`src/rtl/hex_pkg.sv`:
```
package hex_pkg;

  // panel size, byte enable mapping assumes one enable per digit
  localparam int NUM_DIGITS = 4;

  // one hex digit of the value register
  typedef logic [3:0] hex_digit_t;

  // segment pattern, active low, bit 6 is g and bit 0 is a
  typedef logic [6:0] seg_t;

  // anode vector, active low, one bit per digit
  typedef logic [NUM_DIGITS-1:0] an_t;

  // register select, taken from address bit 3
  typedef enum logic {
    REG_VALUE = 1'b0,
    REG_CTRL  = 1'b1
  } hex_reg_e;

  // blink selection code meaning no digit blinks
  localparam logic [7:0] NO_BLINK = 8'hFF;

endpackage
```
`src/rtl/hex_ctrl.sv`:
```
`timescale 1ns/1ps

module hex_ctrl #(
  parameter int unsigned BLINK_HALF_PERIOD = 100000000, // 1 s at 100 MHz
  parameter int unsigned SCAN_PERIOD       = 100000
) (
  input  logic          clk_i,
  input  logic          rst_i,

  input  logic [31:0]   wdata_i,
  input  logic [31:0]   addr_i,
  input  logic [3:0]    be_i,
  input  logic          we_i,

  output hex_pkg::seg_t seg_o,
  output hex_pkg::an_t  an_o,
  output logic [31:0]   out_o
);

  import hex_pkg::*;

  logic [15:0] reg_digits;
  an_t         reg_digit_en;
  logic [7:0]  reg_blink_sel;
  logic [15:0] vis_digits;
  logic [3:0]  vis_mask;

  hex_regs u_regs (
    .clk_i       (clk_i),
    .rst_i       (rst_i),
    .wdata_i     (wdata_i),
    .addr_i      (addr_i),
    .be_i        (be_i),
    .we_i        (we_i),
    .digits_o    (reg_digits),
    .digit_en_o  (reg_digit_en),
    .blink_sel_o (reg_blink_sel),
    .out_o       (out_o)
  );

  hex_blink #(
    .BLINK_HALF_PERIOD (BLINK_HALF_PERIOD)
  ) u_blink (
    .clk_i       (clk_i),
    .rst_i       (rst_i),
    .digits_i    (reg_digits),
    .digit_en_i  (reg_digit_en),
    .blink_sel_i (reg_blink_sel),
    .digits_o    (vis_digits),
    .visible_o   (vis_mask)
  );

  hex_scan #(
    .SCAN_PERIOD (SCAN_PERIOD)
  ) u_scan (
    .clk_i     (clk_i),
    .rst_i     (rst_i),
    .digits_i  (vis_digits),
    .visible_i (vis_mask),
    .seg_o     (seg_o),
    .an_o      (an_o)
  );

endmodule

```
`src/rtl/hex_scan.sv`:
```
`timescale 1ns/1ps

module hex_scan #(
  parameter int unsigned SCAN_PERIOD = 100000
) (
  input  logic          clk_i,
  input  logic          rst_i,

  input  logic [15:0]   digits_i,
  input  logic [3:0]    visible_i,

  output hex_pkg::seg_t seg_o,
  output hex_pkg::an_t  an_o
);

  import hex_pkg::*;

  localparam int SLOT_W = (SCAN_PERIOD > 1) ? $clog2(SCAN_PERIOD) : 1;
  localparam logic [SLOT_W-1:0] SLOT_LAST = SLOT_W'(SCAN_PERIOD - 1);
  localparam int PTR_W = $clog2(NUM_DIGITS);
  localparam logic [PTR_W-1:0] PTR_LAST = PTR_W'(NUM_DIGITS - 1);

  // hex digit to segment pattern, gfedcba, active low
  localparam seg_t SEG_TABLE [16] = '{
    7'h40, // 0
    7'h79, // 1
    7'h24, // 2
    7'h30, // 3
    7'h19, // 4
    7'h12, // 5
    7'h02, // 6
    7'h78, // 7
    7'h00, // 8
    7'h10, // 9
    7'h08, // A
    7'h03, // b
    7'h46, // C
    7'h21, // d
    7'h06, // E
    7'h0E  // F
  };

  logic [SLOT_W-1:0] slot_cnt;
  logic              slot_done;
  logic [PTR_W-1:0]  digit_ptr;
  hex_digit_t        cur_digit;
  logic              cur_visible;
  seg_t              seg_d;
  an_t               an_d;

  assign slot_done = (slot_cnt == SLOT_LAST);

  // time each digit stays lit
  always_ff @(posedge clk_i or posedge rst_i) begin
    if (rst_i) begin
      slot_cnt <= '0;
    end else if (slot_done) begin
      slot_cnt <= '0;
    end else begin
      slot_cnt <= slot_cnt + 1'b1;
    end
  end

  always_ff @(posedge clk_i or posedge rst_i) begin
    if (rst_i) begin
      digit_ptr <= '0;
    end else if (slot_done) begin
      if (digit_ptr == PTR_LAST) begin
        digit_ptr <= '0;
      end else begin
        digit_ptr <= digit_ptr + 1'b1;
      end
    end
  end

  assign cur_digit   = digits_i[digit_ptr*4 +: 4];
  assign cur_visible = visible_i[digit_ptr];

  always_comb begin
    if (cur_visible) begin
      an_d  = ~(an_t'(1) << digit_ptr); // one-cold
      seg_d = SEG_TABLE[cur_digit];
    end else begin
      an_d  = '1; // blank slot
      seg_d = '1;
    end
  end

  // anode and segments leave together
  always_ff @(posedge clk_i or posedge rst_i) begin
    if (rst_i) begin
      an_o  <= '1;
      seg_o <= '1;
    end else begin
      an_o  <= an_d;
      seg_o <= seg_d;
    end
  end

endmodule

```
`src/rtl/hex_blink.sv`:
```
`timescale 1ns/1ps

module hex_blink #(
  parameter int unsigned BLINK_HALF_PERIOD = 100000000
) (
  input  logic        clk_i,
  input  logic        rst_i,

  input  logic [15:0] digits_i,
  input  logic [3:0]  digit_en_i,
  input  logic [7:0]  blink_sel_i,

  output logic [15:0] digits_o,
  output logic [3:0]  visible_o
);

  import hex_pkg::*;

  localparam int CNT_W = (BLINK_HALF_PERIOD > 1) ? $clog2(BLINK_HALF_PERIOD) : 1;
  localparam logic [CNT_W-1:0] CNT_LAST = CNT_W'(BLINK_HALF_PERIOD - 1);

  logic [CNT_W-1:0]      blink_cnt;
  logic                  half_done;
  logic                  blink_on;   // 0 is the off phase
  logic [NUM_DIGITS-1:0] visible_d;

  assign half_done = (blink_cnt == CNT_LAST);

  // blink timebase
  always_ff @(posedge clk_i or posedge rst_i) begin
    if (rst_i) begin
      blink_cnt <= '0;
    end else if (half_done) begin
      blink_cnt <= '0;
    end else begin
      blink_cnt <= blink_cnt + 1'b1;
    end
  end

  always_ff @(posedge clk_i or posedge rst_i) begin
    if (rst_i) begin
      blink_on <= 1'b0; // starts dark
    end else if (half_done) begin
      blink_on <= ~blink_on;
    end
  end

  // only selections 0..3 point at a digit
  always_comb begin
    for (int n = 0; n < NUM_DIGITS; n++) begin
      visible_d[n] = digit_en_i[n] && !((blink_sel_i == 8'(n)) && !blink_on);
    end
  end

  always_ff @(posedge clk_i or posedge rst_i) begin
    if (rst_i) begin
      visible_o <= '0;
    end else begin
      visible_o <= visible_d;
    end
  end

  // digit values trail the value register by one cycle
  always_ff @(posedge clk_i or posedge rst_i) begin
    if (rst_i) begin
      digits_o <= '0;
    end else begin
      digits_o <= digits_i;
    end
  end

endmodule

```
`src/rtl/hex_regs.sv`:
```
`timescale 1ns/1ps

module hex_regs (
  input  logic           clk_i,
  input  logic           rst_i,

  input  logic [31:0]    wdata_i,
  input  logic [31:0]    addr_i,
  input  logic [3:0]     be_i,
  input  logic           we_i,

  output logic [15:0]    digits_o,
  output hex_pkg::an_t   digit_en_o,
  output logic [7:0]     blink_sel_o,
  output logic [31:0]    out_o
);

  import hex_pkg::*;

  hex_reg_e    reg_sel;
  logic [15:0] value_q;
  an_t         digit_en_q;
  logic [7:0]  blink_sel_q;
  logic        value_we;
  logic        ctrl_we;

  assign reg_sel  = hex_reg_e'(addr_i[3]);
  assign value_we = we_i && (reg_sel == REG_VALUE);
  assign ctrl_we  = we_i && (reg_sel == REG_CTRL);

  // value register, one nibble per byte enable
  always_ff @(posedge clk_i or posedge rst_i) begin
    if (rst_i) begin
      value_q <= '0;
    end else if (value_we) begin
      for (int n = 0; n < NUM_DIGITS; n++) begin
        if (be_i[n]) begin
          value_q[n*4 +: 4] <= wdata_i[n*4 +: 4];
        end
      end
    end
  end

  // control register
  always_ff @(posedge clk_i or posedge rst_i) begin
    if (rst_i) begin
      digit_en_q  <= '0;
      blink_sel_q <= '0;
    end else if (ctrl_we) begin
      if (be_i[0]) begin
        digit_en_q <= wdata_i[NUM_DIGITS-1:0];
      end
      if (be_i[1]) begin
        blink_sel_q <= wdata_i[15:8]; // full byte so NO_BLINK fits
      end
    end
  end

  // readback, no wait states
  always_comb begin
    case (reg_sel)
      REG_VALUE: out_o = {16'h0000, value_q};
      REG_CTRL:  out_o = {16'h0000, blink_sel_q, 4'h0, digit_en_q};
      default:   out_o = '0;
    endcase
  end

  assign digits_o    = value_q;
  assign digit_en_o  = digit_en_q;
  assign blink_sel_o = blink_sel_q;

endmodule

```
`config.mk`:
```
export PLATFORM = sky130hd
export DESIGN_NAME = hex_ctrl
export DESIGN_NICKNAME = d
export VERILOG_FILES = /design/src/rtl/hex_pkg.sv /design/src/rtl/hex_ctrl.sv /design/src/rtl/hex_scan.sv /design/src/rtl/hex_blink.sv /design/src/rtl/hex_regs.sv
export SDC_FILE = /design/constraint.sdc
export NUM_CORES = 1
export LEC_CHECK = 0
export BUFFER_PORTS_ARGS = -buffer_cell sky130_fd_sc_hd__buf_2
export CORE_MARGIN = 8
export CORE_UTILIZATION = 40
export CTS_BUF_LIST = sky130_fd_sc_hd__clkbuf_8
export CTS_CLUSTER_SIZE = 16
export DETAILED_ROUTE_END_ITERATION = 10
export SYNTH_ARGS = -nofsm -noshare
export SYNTH_HDL_FRONTEND = slang
export SYNTH_SLANG_ARGS = --single-unit
```
`constraint.sdc`:
```
create_clock -name clk_i -period 6.7 [get_ports clk_i]
set_input_delay 0.335 -clock clk_i [delete_from_list [all_inputs] [get_ports clk_i]]
set_output_delay 0.335 -clock clk_i [all_outputs]
set_load 0.005 [all_outputs]
```
After elaboration in Yosys (flattened, before gate mapping)

Memory sizes are Yosys's and may differ from the RTL's.
Index checks and enable logic that the tools add are counted.

Logic and storage cells: 64
Bits in writable memories: 0
Bits in latches: 0
Output and inout bits: 43
Bits of input ports: 71
Register bits: 106
Memories kept: 1
Bits in read-only memories: 112

Eq/ne operators: 6
Shift operators: 2
Multipliers: 0
Mux-type cells: 10
Order comparisons: 2
Divide/modulo/power cells: 0
Reduce and logical (&&, ||, !) cells: 22
Add/subtract/negate cells: 3
Bitwise logic cells: 4

Memories:

| name             | words | width | rd ports | clocked after memory_dff | write ports | RTL line       | source |
|---|---|---|---|---|---|---|---|
| (name not given) | 16    | 7     | 1        | 0                        | 0           | hex_scan.sv:82 | `seg_d = SEG_TABLE[cur_digit];` |

Operator list:

| operator                                                               | count |
|---|---|
| 32-bit one-hot mux with 2 select lines                                 | 1 |
| 27-bit by 1-bit adder with 27-bit output (second input constant)       | 1 |
| 27-bit equality test (second input constant)                           | 1 |
| 27-bit two-way mux                                                     | 1 |
| 7-bit two-way mux                                                      | 3 |
| 17-bit by 1-bit adder with 17-bit output (second input constant)       | 1 |
| 17-bit equality test (second input constant)                           | 1 |
| 17-bit two-way mux                                                     | 1 |
| 8-bit by 2-bit equality test with 1-bit output (second input constant) | 2 |
| 16-bit by 5-bit indexed part select with 4-bit output                  | 1 |
| 2-bit AND reduction                                                    | 6 |
| 1-bit logical AND                                                      | 10 |
| 8-bit by 1-bit equality test with 1-bit output (second input constant) | 1 |
| 8-bit logical NOT                                                      | 1 |
| 5-bit >= comparator (second input constant)                            | 1 |
| 1-bit logical NOT                                                      | 5 |
| 4-bit inverter with 5-bit output                                       | 1 |
| 4-bit two-way mux                                                      | 1 |
| 4-bit inverter                                                         | 1 |
| 1-bit by 2-bit left shift with 4-bit output (first input constant)     | 1 |
| 2-bit by 3-bit < comparator with 1-bit output (second input constant)  | 1 |
| 2-bit by 1-bit adder with 2-bit output (second input constant)         | 1 |
| 1-bit binary-select mux with 2-bit select                              | 1 |
| 2-bit equality test (second input constant)                            | 1 |
| 3 further kinds                                                        | 4 |

Depth between registers and ports, before layout

Depth after elaboration: 6
Mapped depth: 8
Gate-level depth less buffers: 7

By module

A second synthesis with hierarchy kept.

Cell total of the unflattened synthesis: 411
Area, all modules: 5023.6 µm²

By module, submodules not included:

| module    | area each (µm²) | cells each | times used | sequential area each (µm²) |
|---|---|---|---|---|
| hex_blink | 2020.7          | 171        | 1          | 1201.2 |
| hex_scan  | 1626.6          | 142        | 1          | 764.5 |
| hex_regs  | 1376.3          | 98         | 1          | 700.7 |

Worst setup path after synthesis

Ideal clock, no wire load.

Path kind: register to register
From: reg u_scan.digit_ptr[0]
To: reg u_scan.seg_o[3]
Period minus slack after synthesis: 1.958 ns
Required time: 6.623 ns
Data arrival time: 1.881 ns
Stages on the path, launching flop included: 9
Buffers on the path: 1
Slack: 4.742 ns
Path through: dfrtp_1 buf_2 mux4_2 inv_1 ha_1 nand2_1 o21ai_0 and3b_1 a31oi_1

Longest elaborated chain between the ends: 6

RTL lines:

| what                                                   | RTL line       | source |
|---|---|---|
| start, declared                                        | hex_scan.sv:45 | `logic [PTR_W-1:0] digit_ptr;` |
| start signal, assigned                                 | hex_scan.sv:71 | `digit_ptr <= digit_ptr + 1'b1;` |
| 16-bit by 5-bit indexed part select with 4-bit output  | hex_scan.sv:76 | `assign cur_digit = digits_i[digit_ptr*4 +: 4];` |
| 4-bit inverter with 5-bit output (implied by the code) | hex_scan.sv:82 |  |
| memory 16 x 7 bit                                      | -              |  |
| 7-bit two-way mux (implied by the code) (2 in series)  | hex_scan.sv:82 |  |
| 7-bit two-way mux *                                    | hex_scan.sv:80 | `if (cur_visible) begin` |
| named net u_scan.seg_d[3]                              | hex_scan.sv:48 | `seg_t seg_d;` |
| end signal, assigned                                   | hex_scan.sv:96 | `seg_o <= seg_d;` |
| end, declared                                          | hex_scan.sv:12 | `output hex_pkg::seg_t seg_o,` |

The timed path passes the listed nets; every way through them passes the cells marked *. The select of a mux whose other input is x is not followed.
A chain may end at the register's enable or synchronous reset.

Final worst setup path

Same ends and word-level chain as after synthesis.

==> results.sh <==
export IMPL_status="finished, final reports clean"
export IMPL_drt_iter0_drc=129
export IMPL_path_class="reg -> reg"
export IMPL_syn2layout_area_growth_pct=11.0
export IMPL_cts_tree="done"
export IMPL_synth_edf_count=0
export IMPL_gp_congestion=0.774
export IMPL_cts_resized=0
export IMPL_cp_data_arrival_time_ns=2.47
export IMPL_path_buf_inv=1
export IMPL_ys_seq_area_share_pct=55.1
export IMPL_cts_made_buffers=9
export IMPL_worst_pin_slew_ns=0.828
export IMPL_grt_pass1_vias=3180
export IMPL_whs_endpoint="u_regs.digits_o[7]"
export IMPL_n_antenna_cell=0
export IMPL_ir_drop_mv=0.122
export IMPL_grt_max_degree=69
export IMPL_setup_viol=0
export IMPL_syn_area_um2=4840
export IMPL_holdCritPathClass="in -> reg"
export IMPL_drt_pass1_iter_count=4
export IMPL_nNetsFinal=538
export IMPL_max_slew_margin_pct=44.8
export IMPL_fin_crit_sh_pct=32.3
export IMPL_clock_fmax_mhz=461
export IMPL_worstPathRequired_ns=7.00
export IMPL_end_kind="flip-flop"
export IMPL_syn_area_per_cell_um2=12.0
export IMPL_wl_per_cell_um=14.9
export IMPL_r2r_start="u_scan.digit_ptr[0]"
export IMPL_clk_latency_ns=0.37
export IMPL_r2r_cells=7
export IMPL_initial_core_util_pct=40.6
export IMPL_grt_pass1_wl_um=15800
export IMPL_hpwlAfterDp_um=6620
export IMPL_port_buffers=50
export IMPL_finalSetupTns_ns=0
export IMPL_r2r_end="u_scan.seg_o[3]"
export IMPL_maxSlewViolCount=0
export IMPL_yosys_warnings=0
export IMPL_cts_buffer_depth=2
export IMPL_crit_chain="mux4_2 -> inv_1 -> ha_1 -> nand2_1 -> o21ai_0 -> and3b_1 -> a31oi_1"
export IMPL_ys_seq_elements=106
export IMPL_finalHoldViolations=0
export IMPL_cts_sinks=106
export IMPL_antenna_found_initial=0
export IMPL_synth_top_cells_by_count="dfrtp_1 (95), mux2_2 (41), nor2_1 (35)"
export IMPL_vias=2995
export IMPL_crit_fanout=9
export IMPL_synthArstFlopShare_pct=100
export IMPL_crit_path_max_incr_delay_ns=0.64
export IMPL_synthCells=403
export IMPL_fin_skew_ns=0.00803
export IMPL_whs_path_depth=2
export IMPL_drc=0
export IMPL_grt_usage_pct=12.1
export IMPL_row_count=40
export IMPL_synth_most_common_cell="dfrtp_1"
export IMPL_wl_um=9030
export IMPL_core_area_um2=11900
export IMPL_path_clk_slew_ns=0.10
export IMPL_ys_top_cells_by_area="dfrtp_1 (49%), mux2_2 (9.5%), dfstp_2 (6.0%), xor2_1 (4.2%), ha_1 (3.1%)"
export IMPL_grt_setup_unrepaired="no"
export IMPL_synth_top_area_share_pct=49.2
export IMPL_viasPerCell=4.93
export IMPL_cp_slowest_cell="mux4_2"
export IMPL_cpLargestDelayFamily="multiplexers"
export IMPL_synthFlopType="dfrtp_1"
export IMPL_ys_types=46
export IMPL_finalPower_mw=1.33
export IMPL_critPathLaunchType="flip-flop"
export IMPL_drive_above_1_share_pct=29.1
export IMPL_cap_violations=0
export IMPL_synth_area_leader_cell="dfrtp_1"
export IMPL_grt_overflow_total=0
export IMPL_die_x_um=126
export IMPL_powerDensity_nw_per_um2=247
export IMPL_p_leak_nw=2.45
export IMPL_dieHeight_um=126
export IMPL_htreeDepth=3
export IMPL_root_buffer="clkbuf_8"
export IMPL_nFillCells=1117
export IMPL_rrSetupSlack_ns=4.53
export IMPL_min_from="wdata_i[7]"
export IMPL_num_io_pins=114
export IMPL_antenna_left=0
export IMPL_period_minus_slack_ns=2.17
export IMPL_die_area_um2=15900
stage by stage:
stage	hold WS, ns	utilization (%)	cell area [um^2]	instances	setup WS [ns]
after floorplan	0.362	-	4890	418	3.59
after global placement	0.377	43.4	5160	590	4.56
after detailed placement	0.382	43.4	5160	590	4.55
after CTS	0.189	45.1	5370	607	4.51
after global routing	0.186	45.1	5370	607	4.39
final	0.201	45.1	5370	607	4.53
layout by cell type (no fill, tap or decap), types with 3 or more instances in the layout:
master / count
nor2_1: 35
o211ai_1: 5
inv_8: 4
dfrtp_1: 95
mux2_2: 41
xor2_1: 23
conb_1: 16
nand3_1: 23
dfstp_2: 11
o21ai_0: 5
and4_1: 3
nand2_1: 31
buf_2: 50
xnor2_1: 14
inv_1: 11
ha_1: 12
nand4_1: 12
clkbuf_8: 9
a21oi_1: 3
or3_1: 4
nor2b_1: 7
mux4_2: 5
nand2b_1: 3
and3_1: 4
state kept, by name, summed over array words and instances (netlist names):
name,count
u_scan.digit_ptr,2
u_scan.slot_cnt,17
u_scan.seg_o,7
u_scan.an_o,4
u_regs.digits_o,16
u_regs.blink_sel_o,8
u_blink.blink_on,1
u_blink.blink_cnt,27
u_blink.digits_o,16
u_blink.visible_o,4
u_regs.digit_en_o,4
layer usage:
metal  wire [um]  vias to the layer above  GRT usage, %
met1        4200                     1470          15.6
met3         363                        7          2.95
met4         118                        0          4.03
met2        4350                       60          19.7
li1            -                     1458             -
met5           0                        -             0
area by class of cell:
class                      count  area (um^2)  area share [%]
multi-input combinational    274         2010            37.4
tap                          147          184            3.43
timing repair buffer          52          268            4.99
inverter                      12         47.5           0.886
sequential                   106         2670            49.7
clock inverter                 7         67.6            1.26
clock buffer                   9          124            2.31
worst max-delay path by stage:
stage                             start  slack (ns)  cells past startpoint              endpoint
floorplan                         rst_i        3.59                      1  u_blink.blink_cnt[0]
global placement    u_scan.digit_ptr[0]        4.56                      7       u_scan.seg_o[3]
detailed placement  u_scan.digit_ptr[0]        4.55                      7       u_scan.seg_o[3]
CTS                 u_scan.digit_ptr[0]        4.51                      7       u_scan.seg_o[3]
global route        u_scan.digit_ptr[0]        4.39                      7       u_scan.seg_o[3]
finish              u_scan.digit_ptr[0]        4.53                      7       u_scan.seg_o[3]
timing repair:
| item | 4_1_cts | 5_1_grt |
|---|---|---|
| setup endpoints to repair | 0 | 0 |
| endpoints found under the hold margin | 38 | 0 |
| buffers inserted | 0 | 0 |
| hold buffers | 1 | 0 |
cell families (layout without fill, tap and decap cells):
group	Yosys count	after routing	synth area share, %
AND/OR/NAND/NOR	140	140	15.4
flip-flops	106	106	55.1
multiplexers	48	48	12.3
buffers and inverters	38	80	4.48
XOR/XNOR	37	37	6.70
AO/OA/AOI/OAI	21	21	2.85
adder cells (fa/ha/maj)	12	12	3.10
other	1	16	0.0775
report_power, final:
group          switching [mW]  internal (mW)
clock network           0.234          0.147
registers              0.0368          0.717
logic                  0.0941         0.0977
total                   0.365          0.961
Power figures use the tool's default switching activity.
